**src/common/dsp_ctrl_pkg.sv**
```systemverilog
package dsp_ctrl_pkg;

	// Multiplier mode select
	typedef logic [1:0] mode_t;

	localparam mode_t MODE_DUAL = 2'd0;  // Two 18x19 products
	localparam mode_t MODE_WIDE = 2'd1;  // One 27x27 product
	localparam mode_t MODE_QUAD = 2'd2;  // Four 9x9 products, code 3 aliases here

	// Coefficient bank geometry
	localparam int BANK_DEPTH = 8;

	typedef logic [$clog2(BANK_DEPTH)-1:0] bank_addr_t;

	// Read index for both banks, bank A low and bank B high
	typedef logic [2*$bits(bank_addr_t)-1:0] bank_idx_t;

endpackage

```
**src/common/dsp_width_pkg.sv**
```systemverilog
package dsp_width_pkg;

	// Field widths of the data path
	localparam int HALF_W     = 19;  // Pre-adder half in dual mode
	localparam int OPERAND_W  = 2 * HALF_W;
	localparam int COEFF_W    = 18;
	localparam int MULT_IN_W  = COEFF_W + HALF_W;  // Coefficient above pre-adder sum
	localparam int PRODUCT_W  = 2 * MULT_IN_W;
	localparam int RESULT_W   = 64;

	// Quad mode lane and single mode operand
	localparam int NARROW_W   = 9;
	localparam int WIDE_W     = 27;

	// One half of x or y in dual mode
	typedef logic [HALF_W-1:0] half_t;

	// Full x or y input
	typedef logic [OPERAND_W-1:0] operand_t;

	// Coefficient word, as stored in the banks
	typedef logic [COEFF_W-1:0] coeff_t;

	// External coefficient pair
	typedef logic [2*COEFF_W-1:0] coeffs_t;

	// Multiplier operand lane
	typedef logic [MULT_IN_W-1:0] mult_in_t;

	// Raw multiplier output, two lanes side by side
	typedef logic [PRODUCT_W-1:0] product_t;

	// Combined value, accumulator, constant and cascade
	typedef logic [RESULT_W-1:0] result_t;

endpackage
```
**src/verilog/dsp_mult_stage.sv**
```systemverilog
`timescale 1ns/10ps

module dsp_mult_stage (
	input  logic                    clk,
	input  logic                    reset,
	input  dsp_width_pkg::mult_in_t op_a,
	input  dsp_width_pkg::mult_in_t op_b,
	input  dsp_ctrl_pkg::mode_t     op_mode,
	input  logic                    op_sub,
	input  logic                    op_negate,
	input  logic                    op_accumulate,
	input  logic                    op_loadconst,
	input  logic                    op_chain_add,
	output dsp_width_pkg::result_t  comb_value,
	output logic                    comb_accumulate,
	output logic                    comb_loadconst,
	output logic                    comb_chain_add
);
	import dsp_width_pkg::*;
	import dsp_ctrl_pkg::*;

	mult_in_t              dual0, dual1;
	logic [2*NARROW_W-1:0] quad0, quad1, quad2, quad3;
	product_t              wide_p, prod_next, prod_q;
	mode_t                 mode_q;
	logic                  sub_q, negate_q, acc_q, load_q, chain_q;
	logic                  quad_q;
	result_t               lane_lo, lane_hi, sum, value_next;

	// Dual lanes: pre-adder sum times coefficient
	assign dual0 = mult_in_t'(op_a[HALF_W-1:0]) * mult_in_t'(op_a[MULT_IN_W-1:HALF_W]);
	assign dual1 = mult_in_t'(op_b[HALF_W-1:0]) * mult_in_t'(op_b[MULT_IN_W-1:HALF_W]);

	// Quad lanes, x times y in each 18-bit pair
	assign quad0 = (2*NARROW_W)'(op_a[NARROW_W-1:0]) * (2*NARROW_W)'(op_a[2*NARROW_W-1:NARROW_W]);
	assign quad1 = (2*NARROW_W)'(op_a[3*NARROW_W-1:2*NARROW_W])
		* (2*NARROW_W)'(op_a[4*NARROW_W-1:3*NARROW_W]);
	assign quad2 = (2*NARROW_W)'(op_b[NARROW_W-1:0]) * (2*NARROW_W)'(op_b[2*NARROW_W-1:NARROW_W]);
	assign quad3 = (2*NARROW_W)'(op_b[3*NARROW_W-1:2*NARROW_W])
		* (2*NARROW_W)'(op_b[4*NARROW_W-1:3*NARROW_W]);

	assign wide_p = product_t'(op_a[WIDE_W-1:0]) * product_t'(op_b[WIDE_W-1:0]);

	always_comb begin
		if (op_mode >= MODE_QUAD)
			prod_next = {2'b00, quad3, quad2, quad1, quad0};
		else if (op_mode == MODE_WIDE)
			prod_next = wide_p;
		else
			prod_next = {dual1, dual0};
	end

	always_ff @(posedge clk) begin
		if (reset) begin
			prod_q <= '0;
			mode_q <= '0;
			{sub_q, negate_q, acc_q, load_q, chain_q} <= '0;
		end else begin
			prod_q <= prod_next;
			mode_q <= op_mode;
			{sub_q, negate_q, acc_q, load_q, chain_q} <=
				{op_sub, op_negate, op_accumulate, op_loadconst, op_chain_add};
		end
	end

	assign quad_q  = (mode_q >= MODE_QUAD);
	assign lane_lo = result_t'(prod_q[MULT_IN_W-1:0]);
	assign lane_hi = result_t'(prod_q[PRODUCT_W-1:MULT_IN_W]);

	always_comb begin
		if (quad_q)
			sum = result_t'(quad_lane(prod_q, 0)) + result_t'(quad_lane(prod_q, 1))
				+ result_t'(quad_lane(prod_q, 2)) + result_t'(quad_lane(prod_q, 3));
		else if (mode_q == MODE_WIDE)
			sum = result_t'(prod_q[2*WIDE_W-1:0]);
		else
			sum = sub_q ? lane_lo - lane_hi : lane_lo + lane_hi;
	end

	// Quad mode ignores negate
	assign value_next = (negate_q && !quad_q) ? -sum : sum;

	always_ff @(posedge clk) begin
		if (reset) begin
			comb_value <= '0;
			comb_accumulate <= 1'b0;
			comb_loadconst <= 1'b0;
			comb_chain_add <= 1'b0;
		end else begin
			comb_value <= value_next;
			comb_accumulate <= acc_q;
			comb_loadconst <= load_q;
			comb_chain_add <= chain_q;
		end
	end

	// One 18-bit lane of the packed quad products
	function automatic logic [2*NARROW_W-1:0] quad_lane(input product_t p, input int idx);
		quad_lane = p[idx*2*NARROW_W +: 2*NARROW_W];
	endfunction

endmodule

```
**config.mk**
```make
export PLATFORM = sky130hd
export DESIGN_NAME = dsp_mult_stage
export DESIGN_NICKNAME = d
export VERILOG_FILES = /design/src/common/dsp_ctrl_pkg.sv /design/src/common/dsp_width_pkg.sv /design/src/verilog/dsp_mult_stage.sv
export SDC_FILE = /design/constraint.sdc
export NUM_CORES = 2
export LEC_CHECK = 0
export BUFFER_PORTS_ARGS = -buffer_cell sky130_fd_sc_hd__buf_4
export CAP_MARGIN = 20
export CORE_UTILIZATION = 40
export DETAILED_ROUTE_END_ITERATION = 8
export GPL_TIMING_DRIVEN = 1
export REMOVE_ABC_BUFFERS = 1
export SYNTH_ARGS = -nofsm -noshare
export SYNTH_HDL_FRONTEND = slang
export SYNTH_SLANG_ARGS = --single-unit
```
**constraint.sdc**
```tcl
create_clock -name clk -period 10.9 [get_ports clk]
set_input_delay 1.09 -clock clk [delete_from_list [all_inputs] [get_ports clk]]
set_output_delay 1.09 -clock clk [all_outputs]
set_load 0.01 [all_outputs]
```
Word level (Yosys, flattened, before mapping):

Cells that the tools add are included.

* bits in writable memories: 0
* memories: 0
* ROM bits: 0
* output and inout port bits: 67
* latch bits: 0
* bits of input ports: 83
* register bits after elaboration: 148

* shift-type cells: 0
* div/mod/pow operators: 0
* $add $sub $neg: 6
* equality and inequality tests: 2
* multiplexer cells: 6
* multiply operators: 7
* reductions and logical operators: 3
* bitwise operators: 0
* magnitude comparators: 2

Operators by type and width (number)
* 64-bit two-way mux: 4
* 72-bit two-way mux: 2
* 19-bit by 18-bit multiplier with 37-bit output: 2
* 9-bit by 9-bit multiplier with 18-bit output: 4
* 64-bit negator: 1
* 27-bit by 27-bit multiplier with 54-bit output: 1
* 37-bit by 37-bit adder with 38-bit output: 1
* 37-bit by 37-bit subtractor with 38-bit output: 1
* 20-bit by 18-bit adder with 21-bit output: 1
* 19-bit by 18-bit adder with 20-bit output: 1
* 18-bit by 18-bit adder with 19-bit output: 1
* 2-bit by 1-bit == test with 1-bit output, second input constant: 2
* 2-bit greater-or-equal comparator, second input constant: 2
* 3-bit OR reduction: 1
* 1-bit logical AND: 1
* 1-bit zero test: 1

Logic depth before layout (Yosys ltp):

* depth in word-level cells: 6
* depth in mapped cells: 31
* mapped depth without buffers: 28

Worst setup path after synthesis:

Ideal clock, no wire load.

* path kind: in2reg
* from: input op_a[21]
* to: register prod_q[52]
* required time: 10.778 ns
* stages on the path: 30
* library setup time: 0.122 ns
* path slack: 2.590 ns
* arrival time: 8.188 ns
* cells stage by stage: clkbuf_1 clkbuf_1 nand2_1 fa_1 inv_1 fa_1 inv_1 fa_1 fa_1 inv_1 fa_1 fa_1 inv_1 fa_1 inv_1 ha_1 clkbuf_1 o21ai_0 a21oi_1 a211oi_1 o31ai_1 o21ai_0 o22ai_1 a21bo_2 o21ai_0 a31oi_1 o21a_1 o41ai_1 mux2i_1 a221o_1

* longest elaborated chain between the ends: 3

RTL lines
* from (decl): RTL line dsp_mult_stage.sv:6 `input dsp_width_pkg::mult_in_t op_a,`
* 27-bit by 27-bit multiplier with 54-bit output: RTL line dsp_mult_stage.sv:42 `assign wide_p = product_t'(op_a[WIDE_W-1:0]) * product_t'(op_b[WIDE_W-1:0]);`
* 72-bit two-way mux: RTL line dsp_mult_stage.sv:47 `else if (op_mode == MODE_WIDE)`
* 72-bit two-way mux: RTL line dsp_mult_stage.sv:45 `if (op_mode >= MODE_QUAD)`
* to (signal assigned): RTL line dsp_mult_stage.sv:59 `prod_q <= prod_next;`
* to (decl): RTL line dsp_mult_stage.sv:24 `product_t wide_p, prod_next, prod_q;`

No other way between the ends.
A chain may end at the register's enable or synchronous reset.

Worst setup path after layout:

* from: input op_b[12]
* to: register prod_q[44]

* longest elaborated chain between the ends: 3
* elaborated cells on any way between the ends: 4
* classes of those cells: mul: 2; mux: 2

RTL lines
* from (decl): RTL line dsp_mult_stage.sv:7 `input dsp_width_pkg::mult_in_t op_b,`
* 27-bit by 27-bit multiplier with 54-bit output: RTL line dsp_mult_stage.sv:42
* 72-bit two-way mux: RTL line dsp_mult_stage.sv:47
* 72-bit two-way mux *: RTL line dsp_mult_stage.sv:45

Every way passes the cells marked *; elsewhere a longest branch is shown, timed or not.

==> impl_metrics.env <==
export IMPL_status="finished with violations"
export IMPL_violations="design-rule violations"
export IMPL_max_cap_violations=0
export IMPL_fillers=17100
export IMPL_finalCriticalPeriod_ns=9.12
export IMPL_ys_warn_count=0
export IMPL_multi_input_area_mm2=0.0571
export IMPL_overflow=0
export IMPL_area_growth_pct=4.63
export IMPL_cp_slowest_cell="buf_4"
export IMPL_clk_latency_ns=0.49
export IMPL_grt_total_usage_pct=27.0
export IMPL_cts_made_buffers=17
export IMPL_yosysUniqueCellTypes=110
export IMPL_r2r_setup_slack_ns=4.15
export IMPL_ys_async_sr_fraction_pct=0
export IMPL_post_cts_buffers=0
export IMPL_tns_ns=0
export IMPL_max_freq_mhz=110
export IMPL_vias_per_cell=5.47
export IMPL_grt_max_degree=71
export IMPL_cts_hold_buffers_added=0
export IMPL_num_io_pins=150
export IMPL_place_gp_congestion=0.937
export IMPL_avgSynthCellArea_um2=8.36
export IMPL_finalHoldViolations=0
export IMPL_clockBufferDepth=2
export IMPL_die_w_um=416
export IMPL_cts_sinks=148
export IMPL_end_kind="flip-flop"
export IMPL_first_pass_iters=9
export IMPL_min_period_over_period_pct=83.7
export IMPL_wl_um=232000
export IMPL_clock_skew_ns=0.0184
export IMPL_io_buffers=149
export IMPL_rsz0062_at_grt="false"
export IMPL_drt_iter0_drc=4230
export IMPL_r2r_start="prod_q[26]$_SDFF_PP0_"
export IMPL_ctsRootBufferMaster="clkbuf_16"
export IMPL_via_count=55600
export IMPL_dp_hpwl_um=178000
export IMPL_wl_per_cell_um=22.8
export IMPL_final_nets=10100
export IMPL_worst_setup_path_start_kind="input pin"
export IMPL_hold_start="acc_q$_SDFF_PP0_"
export IMPL_placementRows=151
export IMPL_postSynthCellCount=8185
export IMPL_ys_seq_elements=148
export IMPL_grt_pass1_wl_um=356000
export IMPL_antenna_found_initial=6
export IMPL_drc_errors=2
export IMPL_crit_required_ns=11.26
export IMPL_cts_resized_gates=0
export IMPL_worstSetupPathType="input pin to flip-flop"
export IMPL_dieArea_mm2=0.173
export IMPL_synth_seq_area_share_pct=4.33
export IMPL_setup_viol_count_final=0
export IMPL_tightest_slew_ns=1.09
export IMPL_hp_class="flip-flop to flip-flop"
export IMPL_layout_common_cells="inv_1 (1726), fa_1 (1406), nand2_1 (1312)"
export IMPL_initial_core_util_pct=40.3
export IMPL_critPathArrivalTime_ns=9.47
export IMPL_die_height_um=416
export IMPL_cp_max_fo=41
export IMPL_ys_flop_type="dfxtp_1"
export IMPL_rr_worst_depth=16
export IMPL_clk_pin_slew_ns=0.07
export IMPL_r2r_end="comb_value[58]$_SDFF_PP0_"
export IMPL_critical_path_buf_inv_count=6
export IMPL_h_tree_depth=4
export IMPL_grt_pass1_vias=58600
export IMPL_final_common_cell="inv_1"
export IMPL_drv_slew=0
export IMPL_slew_limit_headroom_pct=26.9
export IMPL_cp_startpoint="op_b[12]"
export IMPL_syn_area_mm2=0.0684
export IMPL_cts_tree="done"
export IMPL_max_stage_delay_ns=0.60
export IMPL_ant_nets=0
export IMPL_register_area_mm2=0.00296
export IMPL_cp_common_cell="fa_1"
export IMPL_drive_above_1_share_pct=3.99
export IMPL_crit_family="adder cells"
export IMPL_core_mm2=0.170
export IMPL_synth_edff_count=0
export IMPL_whs_endpoint="comb_accumulate$_SDFF_PP0_"
export IMPL_holdPathStages=1
## cells by family after synthesis
group                      after synthesis  share of synthesized area, %
DFF                                    148                          4.33
and+or+nand+nor                       2566                          17.8
xor gates and xnor gates               184                          2.36
AOI/OAI and AO/OA                      959                          9.45
adders and majority gates             2067                          53.2
muxes                                   41                         0.609
buffers and inverters                 2220                          12.2
## synth_stat cells, drive strengths merged, types with 8 or more instances
master,n,share of area (%)
a2111oi,9,0.13
a211o,12,0.15
a211oi,55,0.62
a21boi,16,0.18
a21o,88,0.97
a21oi,262,1.9
a221o,10,0.15
a221oi,18,0.26
a22oi,15,0.16
a311oi,8,0.13
a31oi,43,0.43
and2,591,5.4
and3,21,0.19
buf,26,0.20
clkbuf,461,2.5
dfxtp,148,4.3
fa,1406,41
ha,661,12
inv,1729,9.5
mux2i,36,0.53
nand2,1313,7.2
nand2b,44,0.40
nand3,71,0.53
nand4,44,0.42
nor2,254,1.4
nor2b,45,0.42
nor3,87,0.68
nor4,28,0.33
o2111ai,10,0.13
o211a,11,0.16
o211ai,35,0.39
o21a,33,0.36
o21ai,174,1.3
o21bai,32,0.35
o22ai,17,0.16
o31ai,31,0.38
or2,9,0.082
or3,23,0.23
or4,11,0.13
xnor2,116,1.5
xor2,68,0.87
## area by class of cell
cell class	instances	area share (%)
well taps	2218	3.88
repair buffers	221	2.32
multi-input cells	5817	79.8
inverters	1733	9.09
clock inverters	12	0.168
clock buffers	20	0.638
flip-flops and latches	148	4.14
diodes	4	0.0140
## worst max path at each step
stage                     slack (ns)  cells after the start                    end
after global routing            1.40                     28  prod_q[52]$_SDFF_PP0_
after global placement          1.47                     28  prod_q[52]$_SDFF_PP0_
after floorplan                 3.21                     27  prod_q[52]$_SDFF_PP0_
final                           1.78                     28  prod_q[44]$_SDFF_PP0_
after CTS                       1.89                     25  prod_q[53]$_SDFF_PP0_
after detailed placement        1.38                     25  prod_q[53]$_SDFF_PP0_
## routing by layer
metal	GRT usage, %	up-vias	share of wire (%)
li1	-	24500	-
met1	36.5	28400	42
met2	43.8	2345	46
met3	4.04	373	7.9
met4	9.72	0	3.9
met5	0.139	-	0
## registers in the layout, summed over array words and instances, names as in the netlist
| register | flops |
|---|---|
| prod_q | 74 |
| comb_chain_add | 1 |
| sub_q | 1 |
| comb_value | 64 |
| negate_q | 1 |
| acc_q | 1 |
| mode_q | 2 |
| load_q | 1 |
| comb_accumulate | 1 |
| comb_loadconst | 1 |
| chain_q | 1 |
## per-stage QoR
step | cell area (um^2) | utilization (%) | setup WS, ns | instances | hold slack [ns]
after CTS | 71500 | 42.2 | 1.89 | 10200 | 0.441
after floorplan | 66500 | - | 3.21 | 7698 | 0.414
after global routing | 71600 | 42.2 | 1.40 | 10200 | 0.450
final | 71600 | 42.2 | 1.78 | 10200 | 0.434
after global placement | 71000 | 41.8 | 1.47 | 10100 | 0.427
after detailed placement | 71000 | 41.8 | 1.38 | 10100 | 0.430
Power is not shown: default switching activity piles up to over one toggle a cycle in this logic, so the estimate is an artifact.
