===== src/common/dsp_width_pkg.sv =====
package dsp_width_pkg;

	// Field widths of the data path
	localparam int HALF_W     = 19;  // Pre-adder half in dual mode
	localparam int OPERAND_W  = 2 * HALF_W;
	localparam int COEFF_W    = 18;
	localparam int MULT_IN_W  = COEFF_W + HALF_W;  // Coefficient above pre-adder sum
	localparam int PRODUCT_W  = 2 * MULT_IN_W;
	localparam int RESULT_W   = 64;

	// Quad mode lane and single mode operand
	localparam int NARROW_W   = 9;
	localparam int WIDE_W     = 27;

	// One half of x or y in dual mode
	typedef logic [HALF_W-1:0] half_t;

	// Full x or y input
	typedef logic [OPERAND_W-1:0] operand_t;

	// Coefficient word, as stored in the banks
	typedef logic [COEFF_W-1:0] coeff_t;

	// External coefficient pair
	typedef logic [2*COEFF_W-1:0] coeffs_t;

	// Multiplier operand lane
	typedef logic [MULT_IN_W-1:0] mult_in_t;

	// Raw multiplier output, two lanes side by side
	typedef logic [PRODUCT_W-1:0] product_t;

	// Combined value, accumulator, constant and cascade
	typedef logic [RESULT_W-1:0] result_t;

endpackage

===== src/verilog/dsp_accum_stage.sv =====
`timescale 1ns/10ps

module dsp_accum_stage (
	input  logic                   clk,
	input  logic                   reset,
	input  dsp_width_pkg::result_t value,
	input  logic                   accumulate,
	input  logic                   loadconst,
	input  logic                   chain_add,
	input  dsp_width_pkg::result_t chainin,
	input  dsp_width_pkg::result_t constant,
	output dsp_width_pkg::result_t result
);
	import dsp_width_pkg::*;

	result_t addend;
	result_t sum;
	result_t result_next;

	// Second adder operand, own result or cascade
	always_comb begin
		if (accumulate)
			addend = result;  // Previous result
		else if (chain_add)
			addend = chainin;
		else
			addend = '0;
	end

	assign sum = value + addend;  // Wraps modulo 2^64

	// Priority: accumulate, then loadconst, then cascade add, then plain value
	always_comb begin
		if (loadconst && !accumulate)
			result_next = constant;
		else
			result_next = sum;
	end

	// Output register doubles as the accumulator
	always_ff @(posedge clk) begin
		if (reset)
			result <= '0;
		else
			result <= result_next;
	end

endmodule


===== config.mk =====
export PLATFORM = sky130hd
export DESIGN_NAME = dsp_accum_stage
export DESIGN_NICKNAME = d
export VERILOG_FILES = /design/src/common/dsp_width_pkg.sv /design/src/verilog/dsp_accum_stage.sv
export SDC_FILE = /design/constraint.sdc
export NUM_CORES = 1
export LEC_CHECK = 0
export BUFFER_PORTS_ARGS = -buffer_cell sky130_fd_sc_hd__buf_2
export CAP_MARGIN = 20
export CORE_AREA = 3 3 140 142
export DETAILED_ROUTE_END_ITERATION = 6
export DIE_AREA = 0 0 143 145
export MAX_ROUTING_LAYER = met4
export PLACE_DENSITY_LB_ADDON = 0.3
export SETUP_SLACK_MARGIN = 0.5
export SYNTH_ARGS = -nofsm -noshare
export SYNTH_HDL_FRONTEND = slang
export SYNTH_SLANG_ARGS = --single-unit

===== constraint.sdc =====
create_clock -name clk -period 8.3 [get_ports clk]
set_input_delay 0.415 -clock clk [delete_from_list [all_inputs] [get_ports clk]]
set_output_delay 0.415 -clock clk [all_outputs]
set_load 0.01 [all_outputs]

# Yosys cells after proc, flatten, opt, wreduce, memory -nomap -nowiden
# Index checks and enable logic that the tools add are counted.
[word_totals]
regBits = 64
in_bits = 197
[op_classes]
reduce_logical = 2
muxes = 3
add_sub_neg = 1
[op_table]
columns = ["op", "n"]
rows = [
  ["64-bit 2-to-1 mux", 3],
  ["64-bit adder", 1],
  ["1-bit logical AND", 1],
  ["1-bit logical NOT", 1],
]

# Longest topological paths before layout
# Gate-level depths: netlist of the first run.
[logic_depth]
ltp_word = 4
ltp_mapped = 18
ltp_nobuf = 16

# Worst setup path after synthesis of the first run
# No wires, ideal clock.
[synth_timing]
path_type = "in2reg"
start = "in chain_add"
end = "reg result[56]"
required_ns = 8.183
n_path_buf = 2
cell_stages = 18
arrival_ns = 3.783
setup_slack_ns = 4.401
cell_sequence = "nor2b_1 -> clkbuf_1 -> clkbuf_1 -> a22o_1 -> ha_1 -> inv_1 -> fa_1 -> nor2b_1 -> o21bai_1 -> a211o_1 -> a31o_2 -> o21ai_2 -> o2bb2ai_1 -> a31oi_1 -> o21ai_1 -> a31oi_1 -> xnor2_1 -> a22o_1"
[synth_between]
elab_chain_len = 4
[synth_lines]
columns = ["element", "line", "rtl"]
rows = [
  ["start, declared", "dsp_accum_stage.sv:9", "input logic chain_add,"],
  ["64-bit 2-to-1 mux", "dsp_accum_stage.sv:24", "else if (chain_add)"],
  ["64-bit 2-to-1 mux", "dsp_accum_stage.sv:22", "if (accumulate)"],
  ["64-bit adder", "dsp_accum_stage.sv:30", "assign sum = value + addend;"],
  ["64-bit 2-to-1 mux", "dsp_accum_stage.sv:34", "if (loadconst && !accumulate)"],
  ["end signal, assigned", "dsp_accum_stage.sv:45", "result <= result_next;"],
  ["end, declared", "dsp_accum_stage.sv:12", "output dsp_width_pkg::result_t result"],
]
# Every way passes these cells.
# A chain may end at the register's enable or synchronous reset.

# Worst setup path after layout of the first run
[layout_timing]
start = "in accumulate"
end = "reg result[56]"
[layout_between]
elab_chain_len = 3
[layout_lines]
columns = ["element", "line", "rtl"]
rows = [
  ["start, declared", "dsp_accum_stage.sv:7", "input logic accumulate,"],
  ["64-bit 2-to-1 mux or 1-bit logical NOT (tied branches)", "dsp_accum_stage.sv:22, dsp_accum_stage.sv:34", ""],
  ["64-bit adder or 1-bit logical AND (tied branches)", "dsp_accum_stage.sv:30, dsp_accum_stage.sv:34", ""],
  ["64-bit 2-to-1 mux *", "dsp_accum_stage.sv:34", ""],
]
# Every way passes the cells marked *; elsewhere a longest branch is shown, timed or not.

==> flow_summary.toml, run 1 <==
[power]
peakVddDrop_mv = 0.0912
p_leak_nw = 4.12
power.total_mw = 1.45
p_per_area_nw_per_um2 = 178

[yosys]
yosysWarnings = 0
ys_seq_area_share_pct = 19.9
syn_inst = 857
synth_ff_type = "dfxtp_1"
synth_edf_count = 0
synth_cell_types = 62
synth-seq-cells = 64
syn_nets = 1123
syn_avg_cell_area_um2 = 7.51
async_flop_share_pct = 0
syn_area_um2 = 6430

[cts]
clkSinkCount = 64
cts_buffers = 9
clk_pin_slew_ps = 60
postCtsHoldBufs = 0
ctsHtreeMaxLevel = 3
max-clock-path-buffers = 2
cts_setup_buffers = 0
cts_resized = 0
cts_tree = "done"
clockRootBuffer = "clkbuf_16"
clk_latency_ps = 340

[setup_path]
cp_num_buf_inv = 3
slowest_stage = "nor2b_4"
worst_ep_arrival_time_ps = 4920
crit_chain = "buf_2 -> buf_4 -> nor2b_4 -> a22o_1 -> ha_1 -> inv_1 -> fa_1 -> nor2b_1 -> o21bai_1 -> a211o_1 -> a31o_2 -> o21ai_2 -> o2bb2ai_1 -> a31oi_1 -> o21ai_1 -> a31oi_1 -> xnor2_1 -> a22o_1"
crit_fanout = 68
crit_path_start_kind = "input port"
path_class = "input port to flip-flop"
crit_family = "compound AO/OA/AOI/OAI gates"
cp.required_ps = 8540
worst_setup_path_end_kind = "flip-flop"
cp_slowest_stage_delay_ps = 700

[route]
wl_per_cell_um = 17.7
drt_iter0_markers = 403
drt_pass1_iterations = 7
dr_total_vias = 7199
wl_mm = 23.4
viasPerCell = 5.45
postRouteAntennaNets = 0
remaining_drc_errors = 0

[sta]
drv_slew = 0
fmaxAchievable_ghz = 0.213
skew_ps = 10.0
fin_setup_tns_ps = 0
worstMarginPinSlew_ps = 904
min_period_ps = 4690
fin_crit_sh_pct = 56.5
finalHoldViolations = 0
finalSetupViolations = 0
maxSlewHeadroom_pct = 39.5
rsz0062_at_grt = "false"

[placed_design]
post-dp-hpwl_mm = 18.4
gp_congestion = 0.953
portBuffers = 260

[global_route]
grt_overflow = 0
antenna_found_initial = 4
first_global_vias = 7077
grt_usage_pct = 22.4
grt_pass1_wl_mm = 36.7
grt_max_degree = 69

[layout]
largest_reg_flops = 64
final_net_count = 1346
synthToLayoutAreaGrowth_pct = 26.7
final_layout_size_suffix_gt1_share_pct = 27.8
fin_util_pct = 43.9
reg.largest.list = "result x64"
regMostFlops = "result"

[die]
rows = 50
die_x_um = 143
core-area_um2 = 18600
die_h_um = 145
die_area_um2 = 20700
start_util_pct = 34.6
ioPinCount = 261

[job]
drv_cap = 0

[run_status]
outcome = "finished clean"

[worst_hold_path]
holdCritPathClass = "input port to flip-flop"
[Yosys cell counts, types with 8 or more instances]
library cell	instances	area (µm²)
nand4_1	18	113
nor3_1	8	40.0
nand2_1	129	484
a21oi_1	115	576
o21ai_1	13	65.1
nor2_1	42	158
clkbuf_1	43	161
ha_1	68	851
nand3_1	16	80.1
dfxtp_1	64	1280
inv_1	12	45.0
a22o_1	70	613
and3_1	8	50.1
a31oi_1	10	62.6
a21o_1	41	308
a211oi_1	11	82.6
o21ai_0	37	185
xor2_1	30	263
o21bai_1	8	60.1
nor2b_1	11	68.8
xnor2_1	27	236
[layer usage]
metal / wire [µm] / vias to the layer above / share of wire [%] / global-route usage, %
met5: 0 / - / 0 / -
li1: - / 3618 / - / -
met3: 1190 / 26 / 5.1 / 3.79
met4: 437 / 0 / 1.9 / 6.61
met2: 10800 / 209 / 46 / 35.7
met1: 11000 / 3346 / 47 / 29.1
[placed cells by master (no fill, tap or decap), drive strengths merged, types with 3 or more instances in the layout]
cell type / n
a22o: 70
nor4: 4
a31oi: 10
diode: 4
o21a: 4
a21oi: 115
o21ai: 53
xor2: 30
clkbuf: 10
nor3: 8
nand4: 18
nand2b: 6
o31ai: 6
nand2: 129
nor2: 42
a31o: 3
o21bai: 8
inv: 12
clkinv: 3
and2: 6
a21o: 41
xnor2: 27
nor2b: 11
dfxtp: 64
buf: 266
a211oi: 13
and3: 8
nand3: 16
ha: 68
[final timing paths]
path	start	slack (ps)	cells past startpoint	end
min reg2reg	result[0]	850	4	result[0]
max reg2reg	result[0]	4580	15	result[56]
max	accumulate	3610	18	result[56]
min	constant[45]	280	3	result[45]
[worst min-delay path, stage by stage]
cell     delay [ps]
buf_2            80
nand2_1          30
o21ai_0          50
[through the flow]
| stage | area (µm²) | cells | setup slack, ps | hold WS [ps] |
|---|---|---|---|---|
| after floorplan | 6430 | 857 | 4400 | 524 |
| after detailed placement | 7880 | 1303 | 3350 | 625 |
| after CTS | 8140 | 1317 | 3690 | 266 |
| after global placement | 7880 | 1303 | 3410 | 621 |
| final | 8150 | 1321 | 3610 | 278 |
| after global routing | 8150 | 1321 | 3270 | 277 |
[cells by family (layout without fill, tap and decap cells)]
logic type               Yosys count  count (layout)  synth area share (%)
flip-flops                        64              64                  19.9
AND/OR/NAND/NOR                  256             256                  18.0
XOR/XNOR                          57              57                  7.76
AO/OA/AOI/OAI                    345             345                  36.9
buffers and inverters             66             292                  3.97
other                              0               4                     0
adder cells (fa/ha/maj)           69              69                  13.5
[power by group]
| part | leakage, nW | internal, mW | switching [mW] |
|---|---|---|---|
| Combinational | 3.46 | 0.308 | 0.403 |
| Sequential | 0.533 | 0.359 | 0.0271 |
| Clock | 0.130 | 0.205 | 0.148 |
| Total | 4.12 | 0.872 | 0.579 |
[area by class of cell]
type                    instances  area (µm²)
multi-input cells             727        4910
clock inverters                 4        22.5
repair buffers                266        1350
diodes                          4        10.0
fillers                      1923       10400
flip-flops and latches         64        1280
inverters                      12        45.0
clock buffers                  10         239
well taps                     234         293
(Power assumes the default switching activity.)
==> run 2, diff against run 1 <==
--- a/config.mk
+++ b/config.mk
@@ -5,11 +5,12 @@
 export SDC_FILE = /design/constraint.sdc
 export NUM_CORES = 1
 export LEC_CHECK = 0
+export ABC_AREA = 1
 export BUFFER_PORTS_ARGS = -buffer_cell sky130_fd_sc_hd__buf_2
 export CAP_MARGIN = 20
-export CORE_AREA = 3 3 140 142
+export CORE_AREA = 3 3 166 168
 export DETAILED_ROUTE_END_ITERATION = 6
-export DIE_AREA = 0 0 143 145
+export DIE_AREA = 0 0 169 171
 export MAX_ROUTING_LAYER = met4
 export PLACE_DENSITY_LB_ADDON = 0.3
 export SETUP_SLACK_MARGIN = 0.5
==> constraint.sdc (replaced) <==
create_clock -name clk -period 4.5 [get_ports clk]
set_input_delay 0.225 -clock clk [delete_from_list [all_inputs] [get_ports clk]]
set_output_delay 0.225 -clock clk [all_outputs]
set_load 0.01 [all_outputs]
==> run 2 against run 1 <==
Cell count increased by 72%. First-iteration DRC count increased by 78%. Utilization decreased by 1.2 points. Critical path type unchanged. Largest cell class unchanged.
==> flow_summary.toml, run 2 <==
[setup_path]
crit_path_start_kind = "input port"
path_class = "input port to flip-flop"
crit_fanout = 64
cp.required_ps = 4750
crit_family = "simple AND/OR/NAND/NOR gates"
critPathMostFrequentCell = "nand2_1"
cp_slowest_stage_delay_ps = 570
worst_ep_arrival_time_ps = 3100
slowest_stage = "buf_4"
crit_chain = "buf_2 -> buf_4 -> a22o_1 -> ha_1 -> inv_1 -> fa_1 -> inv_1 -> nand2_1 -> nand3_2 -> nand2_1 -> nand2_1 -> nand2_1 -> nand2_2 -> nand2_1 -> nand3_1 -> nand3_1 -> nand2_1 -> inv_1"
cp_num_buf_inv = 5
worst_setup_path_end_kind = "flip-flop"

[global_route]
grt_usage_pct = 26.3
grt_max_degree = 66
grt_pass1_wl_mm = 57.0
first_global_vias = 10200
grt_overflow = 0
antenna_found_initial = 0

[yosys]
synth_cell_types = 36
yosysWarnings = 0
synth_edf_count = 0
syn_avg_cell_area_um2 = 5.42
synth_top_area_cell = "nand2_1"
async_flop_share_pct = 0
synth_top_area_share_pct = 24.7
synth-seq-cells = 64
syn_area_um2 = 9160
ys_top_cells_by_area = "nand2_1 25%, inv_1 17%, dfxtp_1 14%"
ys_seq_area_share_pct = 14.0
synth_ff_type = "dfxtp_1"
syn_inst = 1691
synth_common_cells = "604 x nand2_1, 404 x inv_1, 104 x nor2_1"
syn_nets = 1957
yosys.cell_count.top_type = "nand2_1"

[layout]
reg.largest.list = "result x64"
final_layout_size_suffix_gt1_share_pct = 18.8
fillCellCount = 2966
ff_latch_area_um2 = 1280
synthToLayoutAreaGrowth_pct = 21.4
final_cell_mix = "603 x nand2_1, 404 x inv_1, 260 x buf_2"
layout_commonest_cell = "nand2_1"
regMostFlops = "result"
final_net_count = 2201
num_antenna_cells = 0
multi_input_area_um2 = 6160
largest_reg_flops = 64

[cts]
cts_buffers = 9
clk_latency_ps = 350
cts_tree = "done"
max-clock-path-buffers = 2
clockRootBuffer = "clkbuf_16"
clkSinkCount = 64
ctsHtreeMaxLevel = 3
clk_pin_slew_ps = 60
cts_resized = 0
cts_setup_buffers = 0
postCtsHoldBufs = 0

[sta]
worstMarginPinSlew_ps = 953
maxSlewHeadroom_pct = 36.0
drv_slew = 0
min_period_ps = 2850
rsz0062_at_grt = "false"
finalHoldViolations = 0
fmaxAchievable_ghz = 0.351
timing.hold.ws_ps = 122
fin_setup_tns_ps = 0
finalSetupViolations = 0
skew_ps = 9.77
fin_crit_sh_pct = 63.4

[route]
postRouteAntennaNets = 0
drt_pass1_iterations = 5
dr_total_vias = 10800
remaining_drc_errors = 0
drt_iter0_markers = 717
wl_per_cell_um = 16.5
viasPerCell = 4.75
wl_mm = 37.6

[die]
start_util_pct = 35.2
die_x_um = 169
die_h_um = 171
core-area_um2 = 26100
rows = 59
ioPinCount = 261
die_area_um2 = 28900

[power]
p_per_area_nw_per_um2 = 280
power.total_mw = 3.11
peakVddDrop_mv = 0.125
p_leak_nw = 7.26

[placed_design]
post-dp-hpwl_mm = 32.1
portBuffers = 260
gp_congestion = 0.988

[worst_hold_path]
holdCritPathClass = "input port to flip-flop"

[run_status]
outcome = "finished clean"

[job]
drv_cap = 0
[run 2: cell families after synthesis]
logic type / share of synthesized area [%]
buffers and inverters: 18.8
XOR/XNOR: 2.87
flip-flops: 14.0
AND/OR/NAND/NOR: 39.2
AO/OA/AOI/OAI: 15.6
adder cells (fa/ha/maj): 9.50
[run 2: cell type report]
| class | count | area share, % |
|---|---|---|
| Inverter | 426 | 14.4 |
| Tap cell | 335 | 3.77 |
| Multi-Input combinational cell | 1169 | 55.4 |
| Timing Repair Buffer | 265 | 12.1 |
| Sequential cell | 64 | 11.5 |
| Clock inverter | 3 | 0.360 |
| Clock buffer | 12 | 2.40 |
[run 2: tightest hold or removal path, cell delays in order]
cell and delay, ps:
buf_2 80, o211ai_1 80, inv_1 50
[run 2: layer usage]
layer | part of all wire, % | GRT usage, % | up-vias | wire, µm
met1 | 49 | 37.4 | 4819 | 18500
met5 | 0 | - | - | 0
met4 | 1.9 | 6.28 | 0 | 698
met3 | 6.8 | 3.03 | 29 | 2550
li1 | - | - | 5588 | -
met2 | 42 | 40.0 | 373 | 15900
[run 2: worst paths after layout]
check	from	end	slack, ps	depth (start not counted)
max	accumulate	result[46]	1650	18
min	constant[19]	result[19]	120	3
min reg2reg	result[0]	result[0]	740	4
max reg2reg	result[41]	result[54]	1950	14
[run 2: power breakdown]
part	switching [mW]	internal, mW
clock	0.311	0.471
sequential	0.0532	0.655
combinational	1.05	0.571
total	1.42	1.70
[run 2: stage by stage]
step / cell area (µm²) / utilization [%] / std cells / setup slack (ps)
final: 11100 / 42.7 / 2274 / 1650
after global routing: 11100 / 42.7 / 2274 / 1400
after CTS: 11100 / 42.7 / 2274 / 1660
after detailed placement: 10800 / 41.5 / 2259 / 1300
after global placement: 10800 / 41.5 / 2259 / 1310
after floorplan: 9160 / - / 1691 / 2010
==> run 3, diff against run 2 <==
--- a/config.mk
+++ b/config.mk
@@ -5,12 +5,12 @@
 export SDC_FILE = /design/constraint.sdc
 export NUM_CORES = 1
 export LEC_CHECK = 0
-export ABC_AREA = 1
+export ABC_AREA = 0
 export BUFFER_PORTS_ARGS = -buffer_cell sky130_fd_sc_hd__buf_2
 export CAP_MARGIN = 20
-export CORE_AREA = 3 3 166 168
+export CORE_AREA = 3 3 140 142
 export DETAILED_ROUTE_END_ITERATION = 6
-export DIE_AREA = 0 0 169 171
+export DIE_AREA = 0 0 143 145
 export MAX_ROUTING_LAYER = met4
 export PLACE_DENSITY_LB_ADDON = 0.3
 export SETUP_SLACK_MARGIN = 0.5
==> constraint.sdc (replaced) <==
create_clock -name clk -period 2.9 [get_ports clk]
set_input_delay 0.145 -clock clk [delete_from_list [all_inputs] [get_ports clk]]
set_output_delay 0.145 -clock clk [all_outputs]
set_load 0.01 [all_outputs]
==> run 3 against run 2 <==
The run now ends with setup timing left. Worst hold slack worse by 110 ps. Clock-buffer cell count down 2. Critical path depth down 4. Global-route usage down 0.77 points. Cell count down 30%. Critical endpoint is now result[59]. Final area up 1.5%. Sequential share of layout area down 0.12 points. Critical path type is now flip-flop to flip-flop.
==> flow_summary.toml, run 3 (same netlist as run 1, synthesis figures left out) <==
[power]
p_per_area_nw_per_um2 = 471
power.total_mw = 5.31
p_leak_nw = 5.67
peakVddDrop_mv = 0.304

[die]
ioPinCount = 261
die_area_um2 = 20700
start_util_pct = 34.6
die_h_um = 145
rows = 50
die_x_um = 143
core-area_um2 = 18600

[route]
remaining_drc_errors = 0
wl_mm = 27.6
top_layer = "met4"
postRouteAntennaNets = 0
drt_iter0_markers = 459
drt_pass1_iterations = 5
viasPerCell = 5.27
dr_total_vias = 8372
wl_met1_mm = 12.6
dr_wl_met3_mm = 1.31
wl_met2_mm = 12.8
wl_per_cell_um = 17.4

[layout]
reg.largest.list = "result x64"
largest_reg_flops = 64
instances_no_fill = 1589
regMostFlops = "result"
layout_commonest_cell = "buf_2"
final_layout_size_suffix_gt1_share_pct = 52.2
postLayoutCellArea_um2 = 11300
final_net_count = 1614
final_cell_mix = "260 x buf_2, 249 x buf_4, 123 x nand2_1"
synthToLayoutAreaGrowth_pct = 75.4

[sta]
worstMarginPinSlew_ps = 606
finalHoldViolations = 0
timing.hold.ws_ps = 10.1
fmaxAchievable_ghz = 0.316
drv_slew = 0
rsz0062_at_grt = "true"
finalSetupViolations = 24
skew_ps = 9.51
min_period_ps = 3160
maxSlewHeadroom_pct = 59.6
fin_crit_sh_pct = 109
fin_ws_ps = -262

[setup_path]
cp_slowest_stage_delay_ps = 390
worst_ep_arrival_time_ps = 3390
crit_path_start_kind = "flip-flop"
cp_num_buf_inv = 1
worst_setup_path_end_kind = "flip-flop"
path_class = "flip-flop to flip-flop"
crit_chain = "a22o_1 -> ha_4 -> buf_4 -> a211oi_4 -> o31ai_4 -> a21bo_1 -> a31o_4 -> a41oi_4 -> o21ba_4 -> o21ai_4 -> a221oi_4 -> o21ai_2 -> nor4b_1 -> or3_1"
cp.required_ps = 3130
crit_family = "compound AO/OA/AOI/OAI gates"
slowest_stage = "a221oi_4"
crit_fanout = 2

[cts]
cts_tree = "done"
clk_pin_slew_ps = 60
clk_latency_ps = 350
max-clock-path-buffers = 2
clockRootBuffer = "clkbuf_16"
clkSinkCount = 64
ctsHtreeMaxLevel = 3
cts_buffers = 9

[job]
drv_cap = 0

[placed_design]
placedCellCount = 1536
placed_area_um2 = 9770
post-dp-hpwl_mm = 21.0
portBuffers = 260
gp_congestion = 0.904

[global_route]
grt_max_degree = 46
grt_usage_pct = 25.5
grt_pass1_wl_mm = 42.2
grt_overflow = 0
first_global_vias = 8516
antenna_found_initial = 2

[run_status]
outcome = "finished with violations"
violations = "setup timing"

[worst_hold_path]
holdCritPathClass = "input port to flip-flop"
==> run 3: cell types whose count changed in the layout (fill, tap and decap cells not counted), sizes merged, moves of 9 or more <==
cell	change
nand2	-503
inv	-408
buf	+265
nor2	-80
a21oi	+70
nand3	-55
a21o	+40
o21bai	-28
xnor2	+21
a211oi	+13
o21ai	-12
nor2b	+11
a31oi	+10
nand4	+9
==> run 3: timing repair <==
item / CTS / global route
endpoints found under the hold margin: 3 / 0
pin swaps: 89 / 59
buffers inserted: 13 / 18
gates cloned: 0 / 1
endpoints found under the setup margin: 52 / 53
hold buffers: 3 / 0
resized for setup: 110 / 75
==> run 3: power by group <==
group | total [mW] | leakage [nW] | internal [mW] | switching [mW]
Combinational | 3.17 | 5.01 | 1.65 | 1.52
Clock | 1.02 | 0.132 | 0.574 | 0.451
Sequential | 1.11 | 0.534 | 1.03 | 0.0844
==> run 3: worst reg2reg max path, delay by kind of cell (launching register included) <==
kind / cells / cell delay, ps
adder cells (fa/ha/maj): 1 / 180
flip-flops: 1 / 320
buffers and inverters: 1 / 140
AND/OR/NAND/NOR: 2 / 490
AO/OA/AOI/OAI: 10 / 1900
==> run 3: per-stage QoR <==
step	util, %	TNS, ps	setup WS [ps]
4_1_cts	57.8	-1770	-230
3_3_place_gp	52.6	-11980	-648
3_5_place_dp	52.6	-14080	-664
2_1_floorplan	-	-2940	-378
5_1_grt	60.7	-6300	-371
6_report	60.7	-2760	-262
==> run 3: path summary, 6_finish.rpt <==
check | startpoint | end | slack [ps] | depth (start not counted)
worst max register to register | result[0] | result[59] | -260 | 14
worst min register to register | result[0] | result[0] | 860 | 4
worst max-delay path | result[0] | result[59] | -260 | 14
worst min-delay path | constant[62] | result[62] | 10 | 3
==> run 3: area by class of cell <==
type,count,area (µm²)
multi-input cells,727,5900
repair buffers,534,3490
flip-flops and latches,64,1290
clock inverters,6,36.3
fillers,1628,7300
clock buffers,10,229
diodes,2,5.00
well taps,234,293
inverters,12,45.0
==> run 3: metal layers <==
metal | up-vias | track usage [%]
li1 | 4138 | -
met1 | 3894 | 32.9
met2 | 290 | 41.4
met3 | 50 | 2.41
met4 | 0 | 9.55
met5 | - | -
