===== config.mk =====
export PLATFORM = sky130hd
export DESIGN_NAME = dsp_operand_stage
export DESIGN_NICKNAME = d
export VERILOG_FILES = /design/src/common/dsp_ctrl_pkg.sv /design/src/common/dsp_width_pkg.sv /design/src/operand/dsp_operand_stage.sv /design/src/operand/dsp_coeff_bank.sv
export SDC_FILE = /design/constraint.sdc
export NUM_CORES = 1
export LEC_CHECK = 0
export BUFFER_PORTS_ARGS = -buffer_cell sky130_fd_sc_hd__buf_2
export CAP_MARGIN = 20
export CORE_ASPECT_RATIO = 0.9
export CORE_MARGIN = 5
export CORE_UTILIZATION = 45
export DETAILED_ROUTE_END_ITERATION = 10
export MAX_ROUTING_LAYER = met4
export PLACE_DENSITY = 0.67
export SETUP_SLACK_MARGIN = 0.4
export SYNTH_ARGS = -nofsm -noshare
export SYNTH_HDL_FRONTEND = slang
export SYNTH_HIERARCHICAL = 1
export SYNTH_SLANG_ARGS = --single-unit

===== constraint.sdc =====
create_clock -name clk -period 2.5 [get_ports clk]
set_input_delay 0.375 -clock clk [delete_from_list [all_inputs] [get_ports clk]]
set_output_delay 0.375 -clock clk [all_outputs]
set_load 0.01 [all_outputs]

===== src/common/dsp_ctrl_pkg.sv =====
package dsp_ctrl_pkg;

	// Multiplier mode select
	typedef logic [1:0] mode_t;

	localparam mode_t MODE_DUAL = 2'd0;  // Two 18x19 products
	localparam mode_t MODE_WIDE = 2'd1;  // One 27x27 product
	localparam mode_t MODE_QUAD = 2'd2;  // Four 9x9 products, code 3 aliases here

	// Coefficient bank geometry
	localparam int BANK_DEPTH = 8;

	typedef logic [$clog2(BANK_DEPTH)-1:0] bank_addr_t;

	// Read index for both banks, bank A low and bank B high
	typedef logic [2*$bits(bank_addr_t)-1:0] bank_idx_t;

endpackage


===== src/common/dsp_width_pkg.sv =====
package dsp_width_pkg;

	// Field widths of the data path
	localparam int HALF_W     = 19;  // Pre-adder half in dual mode
	localparam int OPERAND_W  = 2 * HALF_W;
	localparam int COEFF_W    = 18;
	localparam int MULT_IN_W  = COEFF_W + HALF_W;  // Coefficient above pre-adder sum
	localparam int PRODUCT_W  = 2 * MULT_IN_W;
	localparam int RESULT_W   = 64;

	// Quad mode lane and single mode operand
	localparam int NARROW_W   = 9;
	localparam int WIDE_W     = 27;

	// One half of x or y in dual mode
	typedef logic [HALF_W-1:0] half_t;

	// Full x or y input
	typedef logic [OPERAND_W-1:0] operand_t;

	// Coefficient word, as stored in the banks
	typedef logic [COEFF_W-1:0] coeff_t;

	// External coefficient pair
	typedef logic [2*COEFF_W-1:0] coeffs_t;

	// Multiplier operand lane
	typedef logic [MULT_IN_W-1:0] mult_in_t;

	// Raw multiplier output, two lanes side by side
	typedef logic [PRODUCT_W-1:0] product_t;

	// Combined value, accumulator, constant and cascade
	typedef logic [RESULT_W-1:0] result_t;

endpackage

===== src/operand/dsp_operand_stage.sv =====
`timescale 1ns/10ps

module dsp_operand_stage (
	input  logic                     clk,
	input  logic                     reset,
	input  dsp_ctrl_pkg::mode_t      mode,
	input  logic                     sub,
	input  logic                     negate,
	input  logic                     accumulate,
	input  logic                     loadconst,
	input  logic                     chain_add,
	input  logic                     use_coeff,
	input  dsp_width_pkg::operand_t  x_in,
	input  dsp_width_pkg::operand_t  y_in,
	input  dsp_width_pkg::coeffs_t   coeff_in,
	input  dsp_ctrl_pkg::bank_idx_t  coeff_idx,
	input  logic                     coeff_we,
	input  logic                     coeff_sel,
	input  dsp_ctrl_pkg::bank_addr_t coeff_addr,
	input  dsp_width_pkg::coeff_t    coeff_data,
	output dsp_width_pkg::mult_in_t  op_a,
	output dsp_width_pkg::mult_in_t  op_b,
	output dsp_ctrl_pkg::mode_t      op_mode,
	output logic                     op_sub,
	output logic                     op_negate,
	output logic                     op_accumulate,
	output logic                     op_loadconst,
	output logic                     op_chain_add
);
	import dsp_width_pkg::*;
	import dsp_ctrl_pkg::*;

	mode_t     mode_q;
	logic      sub_q, negate_q, accumulate_q, loadconst_q, chain_add_q, use_coeff_q;
	operand_t  x_q, y_q;
	coeffs_t   coeff_q;
	bank_idx_t idx_q;

	coeff_t                bank_a, bank_b;
	half_t                 pre0, pre1;
	logic [WIDE_W-1:0]     pre_wide, coef_wide;
	coeff_t                coef0, coef1;
	mult_in_t              a_next, b_next;

	// Input register, first pipeline stage
	always_ff @(posedge clk) begin
		if (reset) begin
			mode_q <= '0;
			sub_q <= 1'b0;
			negate_q <= 1'b0;
			accumulate_q <= 1'b0;
			loadconst_q <= 1'b0;
			chain_add_q <= 1'b0;
			use_coeff_q <= 1'b0;
			x_q <= '0;
			y_q <= '0;
			coeff_q <= '0;
			idx_q <= '0;
		end else begin
			mode_q <= mode;
			sub_q <= sub;
			negate_q <= negate;
			accumulate_q <= accumulate;
			loadconst_q <= loadconst;
			chain_add_q <= chain_add;
			use_coeff_q <= use_coeff;
			x_q <= x_in;
			y_q <= y_in;
			coeff_q <= coeff_in;
			idx_q <= coeff_idx;
		end
	end

	dsp_coeff_bank coeff_bank_i (
		.clk    (clk),
		.we     (coeff_we),
		.sel    (coeff_sel),
		.waddr  (coeff_addr),
		.wdata  (coeff_data),
		.ridx   (idx_q),
		.coef_a (bank_a),
		.coef_b (bank_b)
	);

	// Pre-adders, each wraps at its own width
	assign pre0     = x_q[HALF_W-1:0] + y_q[HALF_W-1:0];
	assign pre1     = x_q[OPERAND_W-1:HALF_W] + y_q[OPERAND_W-1:HALF_W];
	assign pre_wide = x_q[WIDE_W-1:0] + y_q[WIDE_W-1:0];

	// External or bank coefficients
	assign coef0     = use_coeff_q ? bank_a : coeff_q[COEFF_W-1:0];
	assign coef1     = use_coeff_q ? bank_b : coeff_q[2*COEFF_W-1:COEFF_W];
	assign coef_wide = use_coeff_q ? {bank_b[NARROW_W-1:0], bank_a} : coeff_q[WIDE_W-1:0];

	always_comb begin
		case (mode_q)
			MODE_DUAL: begin
				a_next = {coef0, pre0};
				b_next = {coef1, pre1};
			end
			MODE_WIDE: begin
				a_next = {{(MULT_IN_W-WIDE_W){1'b0}}, pre_wide};
				b_next = {{(MULT_IN_W-WIDE_W){1'b0}}, coef_wide};
			end
			default: begin  // Quad, lanes 0 and 1 in a, lanes 2 and 3 in b, y above x
				a_next = {1'b0,
					y_q[2*NARROW_W-1:NARROW_W], x_q[2*NARROW_W-1:NARROW_W],
					y_q[NARROW_W-1:0], x_q[NARROW_W-1:0]};
				b_next = {1'b0,
					y_q[4*NARROW_W-1:3*NARROW_W], x_q[4*NARROW_W-1:3*NARROW_W],
					y_q[3*NARROW_W-1:2*NARROW_W], x_q[3*NARROW_W-1:2*NARROW_W]};
			end
		endcase
	end

	always_ff @(posedge clk) begin
		if (reset) begin
			op_a <= '0;
			op_b <= '0;
			op_mode <= '0;
			op_sub <= 1'b0;
			op_negate <= 1'b0;
			op_accumulate <= 1'b0;
			op_loadconst <= 1'b0;
			op_chain_add <= 1'b0;
		end else begin
			op_a <= a_next;
			op_b <= b_next;
			op_mode <= mode_q;
			op_sub <= sub_q;
			op_negate <= negate_q;
			op_accumulate <= accumulate_q;
			op_loadconst <= loadconst_q;
			op_chain_add <= chain_add_q;
		end
	end

endmodule


===== src/operand/dsp_coeff_bank.sv =====
`timescale 1ns/10ps

module dsp_coeff_bank (
	input  logic                     clk,
	input  logic                     we,
	input  logic                     sel,    // High selects bank A
	input  dsp_ctrl_pkg::bank_addr_t waddr,
	input  dsp_width_pkg::coeff_t    wdata,
	input  dsp_ctrl_pkg::bank_idx_t  ridx,
	output dsp_width_pkg::coeff_t    coef_a,
	output dsp_width_pkg::coeff_t    coef_b
);
	import dsp_width_pkg::*;
	import dsp_ctrl_pkg::*;

	coeff_t     mem_a [BANK_DEPTH];
	coeff_t     mem_b [BANK_DEPTH];
	bank_addr_t raddr_a;
	bank_addr_t raddr_b;

	// Write lands on the same edge as we
	always_ff @(posedge clk) begin
		if (we && sel)
			mem_a[waddr] <= wdata;
		if (we && !sel)
			mem_b[waddr] <= wdata;
	end

	assign raddr_a = ridx[$bits(bank_addr_t)-1:0];
	assign raddr_b = ridx[2*$bits(bank_addr_t)-1:$bits(bank_addr_t)];

	// Asynchronous read of both banks
	assign coef_a = mem_a[raddr_a];
	assign coef_b = mem_b[raddr_b];

endmodule


### Word-level counts from Yosys, hierarchy flattened

Memory sizes are Yosys's and may differ from the RTL's. A register that Yosys moved wholly into a read port is not among the register bits.
Index checks and enable logic that the tools add are counted.

| word-level totals | value |
|---|---|
| RAM bits | 288 |
| word-level logic and storage cells | 39 |
| input bits | 151 |
| flip-flop bits (word level) | 201 |
| memories kept | 2 |

| operators by class | value |
|---|---|
| eq/ne operators | 1 |
| $add $sub $neg | 3 |
| reduce and logical (&&, ||, !) cells | 4 |
| muxes and demuxes | 11 |

Memory list:

| name | words | bits a word | rd ports | clocked after Yosys merged registers in | wr ports | RTL line | text |
|---|---|---|---|---|---|---|---|
| coeff_bank_i.mem_a | 8 | 18 | 1 | 1 | 1 | dsp_coeff_bank.sv:16 | `coeff_t mem_a [BANK_DEPTH];` |
| coeff_bank_i.mem_b | 8 | 18 | 1 | 1 | 1 | dsp_coeff_bank.sv:17 | `coeff_t mem_b [BANK_DEPTH];` |

Operator list:

| operator | count |
|---|---|
| $pmux 37 s2 | 2 |
| $add 19x19->19 | 2 |
| $mux 18 | 2 |
| $add 27x27->27 | 1 |
| $mux 27 | 1 |
| $mux 3 | 2 |
| $mux 1 | 4 |
| $eq 2x1->1 const B | 1 |
| $logic_and 1x1->1 | 2 |
| $logic_not 2->1 | 1 |
| $logic_not 1->1 | 1 |

### Longest topological paths before layout

Gate-level depths: netlist of the first run.

| logic depth | value |
|---|---|
| depth after elaboration | 4 |
| gate-level depth with buffers | 11 |

### By module

Netlist of the first run, hierarchy kept.

Modules (own cells, without submodules):

| module | seq. area each (µm²) | times used | cells an instance | area each (µm²) |
|---|---|---|---|---|
| dsp_coeff_bank | 8648.3 | 1 | 439 | 11198.2 |
| dsp_operand_stage | 4144.0 | 1 | 931 | 8802.2 |

### Least setup slack after synthesis of the first run

No wires, ideal clock.

| timing | value |
|---|---|
| path type | input -> register |
| from | in coeff_addr[0] |
| to | mem coeff_bank_i/mem_b[0][0] (netlist bit), enable pin |
| library setup time | 0.416 ns |
| path buffers | 0 |
| stages | 2 |
| arrival | 2.155 ns |
| slack | -0.071 ns |
| cell sequence | or3b_2 -> nor3_1 |

RTL lines:

| what | RTL line | text |
|---|---|---|
| start: declaration | dsp_operand_stage.sv:19 | `input dsp_ctrl_pkg::bank_addr_t coeff_addr,` |
| end: declaration | dsp_coeff_bank.sv:17 |  |

Straight into the memory's write port.

### Final worst setup path of the first run

| timing | value |
|---|---|
| from | reg y_q[0] |
| to | reg op_a[26] |

| on the way | value |
|---|---|
| cells in the longest elaborated chain, start to end | 2 |

Ends and longest elaborated chain:

| what | RTL line | text |
|---|---|---|
| start: declaration | dsp_operand_stage.sv:35 | `operand_t x_q, y_q;` |
| start signal: assignment | dsp_operand_stage.sv:68 | `y_q <= y_in;` |
| $add 27x27->27 | dsp_operand_stage.sv:88 | `assign pre_wide = x_q[WIDE_W-1:0] + y_q[WIDE_W-1:0];` |
| $pmux 37 s2 | dsp_operand_stage.sv:96 | `case (mode_q)` |
| end signal: assignment | dsp_operand_stage.sv:127 | `op_a <= a_next;` |
| end: declaration | dsp_operand_stage.sv:21 | `output dsp_width_pkg::mult_in_t op_a,` |

Every way passes these cells.
A chain may end at the register's enable or synchronous reset.

==> out/metrics.cfg, run 1 <==
[status]
outcome=complete, no violations

[floorplan]
boundaryPins=232
core-area_um2=44000
die_h_um=210
die_area_um2=48800
num_rows=73
die_w_um=232
start_util_pct=45.4

[placed_design]
place_ws_ns=-0.0273
gp_congestion=0.952
place_hpwl_mm=35.1
portBuffers=231

[timing]
maxSlewHeadroom_pct=37.5
setup_violations=0
layout_min_cycle_time_ns=2.46
fin_skew_ns=0.0204
worst_slack_ns=0.0370
hold_violations=0
max_freq_ghz=0.406
drv_slew=0
period_share_pct=98.5
rsz0062_at_grt=true
worstMarginPinSlew_ns=0.938

[synth]
muxShareOfSynthArea_pct=14.1
avgSynthCellArea_um2=14.6
yosysSeqAreaShare_pct=64.0
synth_top_family_by_area=multiplexers
synth-edff-count=288
synth-xor-area-share_pct=1.45
yosysWarningCount=6
synthFlopType=edfxtp_1
synthAdderAreaFrac_pct=2.51
yosys.cell_types.count=77
ys_ff_latch=495
synthSimpleGateAreaFrac_pct=9.02
synth-compound-area-share_pct=6.76
syn_area_um2=20000
async_reset_ff_share_pct=0
synth_nets=1560
syn-instance-count=1370

[detailed_routing]
routed_wl_mm=53.2
viasPerCell=5.32
drtAntennaViolNets=0
drt-initial-drc-count=1139
wl_per_cell_um=22.4
vias=12600
drc=0
drt_first_pass_iters=5

[critical_path]
endpoint_kind=flip-flop
worst_setup_path_start_kind=flip-flop
crit_type=flip-flop to flip-flop
cp_max_fo=3
crit_arrival_ns=2.97
crit_path_top_delay_cell=a221o_2
crit_path_max_incr_delay_ns=0.43
crit_chain=ha_4 > fa_2 > a21oi_2 > o211ai_2 > a21o_1 > a221o_2 > nand2_4 > o21ai_4 > mux2_4 > o21ai_2
critical_path_required_ns=3.01

[power]
p_seq_share_pct=49.8
peakVddDrop_v=0.000393
power_leakage_nw=9.73
p_int_w=0.0140
p_switching_w=0.00430
p_sw_share_pct=23.5
clkPwrFrac_pct=38.8
p_comb_share_pct=11.4
powerDensity_nw_per_um2=715

[global_route]
antenna_found_initial=6
grt_util_all_layers_pct=21.7
grt-ovfl-total=0
grt_max_degree=134
grt_first_pass_wirelength_mm=79.0
grt_pass1_vias=13000

[layout]
fillers=3447
layout_common_cells=edfxtp_1, buf_2, dfxtp_1
layout-drive-gt1-share_pct=39.5
layout.cells.most_common=edfxtp_1
syn2layout_area_growth_pct=28.1
num-nets-final=1920
fin_util_pct=58.2

[cts]
cts_tree=done
htreeDepth=2
clkTransAtPathRegs_ns=0.06
clk_latency_ns=0.58
cts-root-buf=clkbuf_16
clockBufferDepth=3
clock_sinks=495
numCtsBuffers=48

[min_path]
min_path_type=input port to flip-flop

[run]
maxCapViolCount=0

## final timing paths
path	start	cells past startpoint	slack [ns]	endpoint
worst max-delay path	y_q[0]	10	0.04	op_a[26]
worst min register to register	chain_add_q	1	0.43	op_chain_add
worst min-delay path	y_in[37]	2	0.02	y_q[37]
worst max register to register	y_q[0]	10	0.04	op_a[26]
## per-layer routing
metal / global-route usage, % / part of all wire [%]
met5: - / 0
met4: 6.86 / 3.1
met3: 4.51 / 7.4
met2: 34.3 / 48
met1: 28.7 / 42
## flip-flops by register name, indices dropped and copies added, names as in the netlist, 2 cells and up
register and flops:
op_mode 2, op_b 37, op_a 37, coeff_bank_i/mem_a 144, coeff_bank_i/mem_b 144, y_q 38, mode_q 2, x_q 38
coeff_q 36, idx_q 6
## per-stage QoR
stage	instances	setup TNS, ns	hold WS (ns)	area [um2]	power [W]
after detailed placement	2189	-0.0273	0.425	22100	0.0109
final	2375	0	0.0226	25600	0.0183
after global placement	2189	0	0.421	22100	0.0109
after floorplan	1370	0	0.414	20100	0.0102
after CTS	2352	0	0.000583	24900	0.0182
after global routing	2375	-0.0361	0.0230	25600	0.0189
## Yosys cell counts, types with 7 or more instances
cell type,count,share of area [%]
nand2_1,70,1.3
edfxtp_1,288,43
nor2b_1,139,4.3
o211ai_1,7,0.26
buf_2,9,0.23
clkbuf_1,37,0.69
buf_6,10,0.56
nand3_1,16,0.40
mux2_2,48,2.7
a21oi_1,59,1.5
xnor2_1,21,0.92
dfxtp_1,207,21
a211oi_1,9,0.34
ha_1,37,2.3
a21o_1,16,0.60
a22oi_1,8,0.30
mux4_1,72,9.5
nor3_1,9,0.23
mux2i_1,37,1.9
o21ai_0,43,1.1
inv_1,14,0.26
nor2_1,81,1.5
buf_1,11,0.21
xor2_1,12,0.53
## cells by family (layout without fill, tap and decap cells)
kind of cell,Yosys count,after routing
flip-flops,495,495
AND/OR/NAND/NOR,350,350
AO/OA/AOI/OAI,207,207
multiplexers,158,158
buffers and inverters,88,487
adder cells (fa/ha/maj),39,39
XOR/XNOR,33,33
other,0,6
## area by class of cell
cell class                      count  area, um2  area share [%]
Multi-Input combinational cell    787       7700            30.0
Clock inverter                     19        146           0.571
Inverter                           14       55.1           0.215
Tap cell                          600        751            2.93
Sequential cell                   495      12800            50.1
Clock buffer                       70       1420            5.53
Timing Repair Buffer              384       2700            10.5
Antenna cell                        6       15.0          0.0586
## power by group through the flow
stage	clock network [W]	logic (W)	registers (W)
after floorplan	0	0.000965	0.00923
after global placement	0	0.00162	0.00926
after detailed placement	0	0.00164	0.00927
after CTS	0.00724	0.00190	0.00911
after global routing	0.00755	0.00224	0.00914
final	0.00710	0.00209	0.00912
## repair_timing
item,CTS,global route
pin swaps,43,66
hold buffers,39,0
endpoints found under the setup margin,62,59
endpoints found under the hold margin,39,0
buffers inserted,32,17
gates resized for setup,172,159
gates cloned,3,0
## worst max-delay path: cells and delay by family, from the launching register on
kind	cells	cell delay (ns)
AOI/OAI and AO/OA	6	1.13
adders and majority gates	2	0.53
DFF	1	0.33
muxes	1	0.31
and+or+nand+nor	1	0.10
(Power assumes the default switching activity.)
==> run 2: changes to the inputs <==
--- a/config.mk
+++ b/config.mk
@@ -12,7 +12,6 @@
 export CORE_UTILIZATION = 45
 export DETAILED_ROUTE_END_ITERATION = 10
 export MAX_ROUTING_LAYER = met4
-export PLACE_DENSITY = 0.67
 export SETUP_SLACK_MARGIN = 0.4
 export SYNTH_ARGS = -nofsm -noshare
 export SYNTH_HDL_FRONTEND = slang
==> constraint.sdc (replaced) <==
create_clock -name clk -period 3.06 [get_ports clk]
set_input_delay 0.918 -clock clk [delete_from_list [all_inputs] [get_ports clk]]
set_output_delay 0.918 -clock clk [all_outputs]
set_load 0.01 [all_outputs]
==> run 2 against run 1 <==
Against the previous run: non-clock buffer count down 113; first-iteration DRC count down 19%; maximum frequency is 4.5% lower; largest cell class unchanged; clock-buffer cell count fell by 1; via count is 4.6% lower; highest routed layer unchanged; routed wire length down 3.7%; largest power group unchanged.
==> out/metrics.cfg, run 2 (same netlist as run 1, synthesis figures left out) <==
[critical_path]
endpoint_kind=flip-flop
critical_path_required_ns=3.56  ; +0.55 ns
reg2reg_depth=9  ; -1
worst_setup_path_start_kind=flip-flop
reg2reg_from=x_q[0]
crit_arrival_ns=3.08  ; +0.11 ns
crit_type=flip-flop to flip-flop
cp_max_fo=3  ; unchanged
r2r-end=op_a[20]
r2r_setup_slack_ns=0.48  ; +0.44 ns

[layout]
syn2layout_area_growth_pct=18.2
layout_common_cells=edfxtp_1, buf_2, dfxtp_1
layout-drive-gt1-share_pct=26.5  ; -13 points
num-nets-final=1809  ; -5.8%
reg.largest.list=coeff_bank_i/mem_a: 144 flops, coeff_bank_i/mem_b: 144 flops
layout.cells.most_common=edfxtp_1
fin_util_pct=53.7  ; -4.5 points
finalInstanceArea_um2=23600  ; -7.7%

[power]
p_int_w=0.0115  ; -18%
p_seq_share_pct=49.4  ; -0.4 points
peakVddDrop_v=0.000521  ; +32%
p_switching_w=0.00347  ; -19%
powerDensity_nw_per_um2=635  ; -11%
p_sw_share_pct=23.1  ; -0.42 points
power_leakage_nw=9.05  ; -7.0%
clkPwrFrac_pct=41.7  ; +2.9 points
p_comb_share_pct=8.9  ; -2.5 points

[timing]
drv_slew=0  ; unchanged
maxSlewHeadroom_pct=29.8  ; -7.7 points
max_freq_ghz=0.388  ; -4.5%
rsz0062_at_grt=false
setup_violations=0  ; unchanged
hold_violations=0  ; unchanged
worstMarginPinSlew_ns=1.05  ; +0.114 ns
period_share_pct=84.3  ; -14 points
layout_min_cycle_time_ns=2.58  ; +0.115 ns
fin_skew_ns=0.0176  ; -0.00277 ns
setup_tns_ns=0  ; unchanged

[min_path]
min_path_type=flip-flop to flip-flop
hp-start=accumulate_q
min_to=op_accumulate
holdPathStages=1  ; -1

[detailed_routing]
wl_per_cell_um=22.6  ; +1.0%
drc=0  ; unchanged
vias=12100  ; -4.6%
drt-initial-drc-count=926  ; -19%
drtAntennaViolNets=0  ; unchanged
routed_wl_mm=51.3  ; -3.7%
drt_first_pass_iters=5  ; unchanged
viasPerCell=5.32  ; about the same

[placed_design]
place_hpwl_mm=35.4  ; +0.99%
placed_cell_area_um2=21900  ; -1.1%
gp_congestion=0.922  ; -3.1%
portBuffers=231  ; unchanged

[floorplan]
die_w_um=232  ; unchanged
die_h_um=210  ; unchanged
boundaryPins=232  ; unchanged
start_util_pct=45.4  ; unchanged
core-area_um2=44000  ; unchanged
num_rows=73  ; unchanged
die_area_um2=48800  ; unchanged

[run]
maxCapViolCount=0  ; unchanged

[cts]
clkTransAtPathRegs_ns=0.06  ; about the same
cts_tree=done
clock_sinks=495  ; unchanged
clk_latency_ns=0.61  ; +0.03 ns
numCtsBuffers=50  ; +4.2%
cts-root-buf=clkbuf_16
hold_buffers=0  ; -100%
clockBufferDepth=3  ; unchanged
htreeDepth=2  ; unchanged

[global_route]
antenna_found_initial=5  ; -1
grt_util_met3_pct=3.87  ; -0.65 points
met1_usage_pct=29.0  ; +0.30 points
grt_pass1_vias=12200  ; -6.4%
use_met2_pct=32.8  ; -1.5 points
grt_util_all_layers_pct=21.2  ; -0.52 points
grt-ovfl-total=0  ; unchanged
grt_busiest_layer=met2
grt_first_pass_wirelength_mm=76.0  ; -3.8%
grt_max_degree=59  ; -56%

[status]
outcome=complete, no violations

-- run 2: cell types whose count changed in the layout (fill, tap and decap cells not counted), moves of 17 or more --
cell	change
a21oi_1	+17
buf_4	-34
buf_6	-27
dfxtp_1	+18
dlygate4sd3_1	-39
mux2_2	+35
mux2_4	-35
mux4_1	+48
mux4_2	-48
o21ai_0	+19
-- run 2: per-layer routing --
metal,share of wire [%],vias to the layer above
met5,0,-
met4,2.8,0
met3,6.1,102
met2,46,371
met1,45,5934
li1,-,5643
-- run 2: worst max path at each step --
stage	from	to	cells past startpoint
2_1_floorplan	coeff_addr[0]	coeff_bank_i/mem_b[2][0]	2
3_3_place_gp	x_q[19]	op_b[18]	11
3_5_place_dp	x_q[19]	op_b[16]	11
4_1_cts	y_q[19]	op_b[16]	11
5_1_grt	x_q[0]	op_a[24]	10
6_report	x_q[0]	op_a[20]	9
-- run 2: per-stage QoR --
stage	std cells	power [W]	worst slack [ns]	hold WS [ns]
6_report	2264	0.0150	0.482	0.447
5_1_grt	2264	0.0155	0.392	0.469
4_1_cts	2257	0.0151	0.413	0.457
3_5_place_dp	2165	0.00888	0.393	0.436
3_3_place_gp	2165	0.00887	0.464	0.419
2_1_floorplan	1370	0.00832	0.440	0.414
-- run 2: critical path, cell delays in order (launching register included) --
cell and delay [ns]:
dfxtp_1 0.32, ha_2 0.20, fa_2 0.40, a21oi_4 0.17, o211ai_2 0.11, a21o_1 0.26, o22a_2 0.25, a41o_1 0.28
xnor2_1 0.15, a2111oi_2 0.35
-- run 2: area by class of cell --
type / instances / area (um2)
fillers: 3736 / 20400
flip-flops and latches: 495 / 12800
multi-input cells: 787 / 6830
repair buffers: 271 / 1490
clock buffers: 69 / 1420
well taps: 600 / 751
clock inverters: 23 / 287
inverters: 14 / 52.6
diodes: 5 / 12.5
-- run 2: timing repair --
action	4_1_cts	5_1_grt
buffers inserted	0	2
setup endpoints to repair	2	11
resized for setup	1	10
hold endpoints to repair	0	0
pin swaps	0	6
-- run 2: power groups by stage --
| stage | logic [W] | clock network, W | registers (W) |
|---|---|---|---|
| after global placement | 0.00131 | 0 | 0.00756 |
| after global routing | 0.00145 | 0.00666 | 0.00743 |
| after detailed placement | 0.00132 | 0 | 0.00756 |
| after CTS | 0.00133 | 0.00640 | 0.00742 |
| final | 0.00133 | 0.00626 | 0.00742 |
| after floorplan | 0.000781 | 0 | 0.00754 |
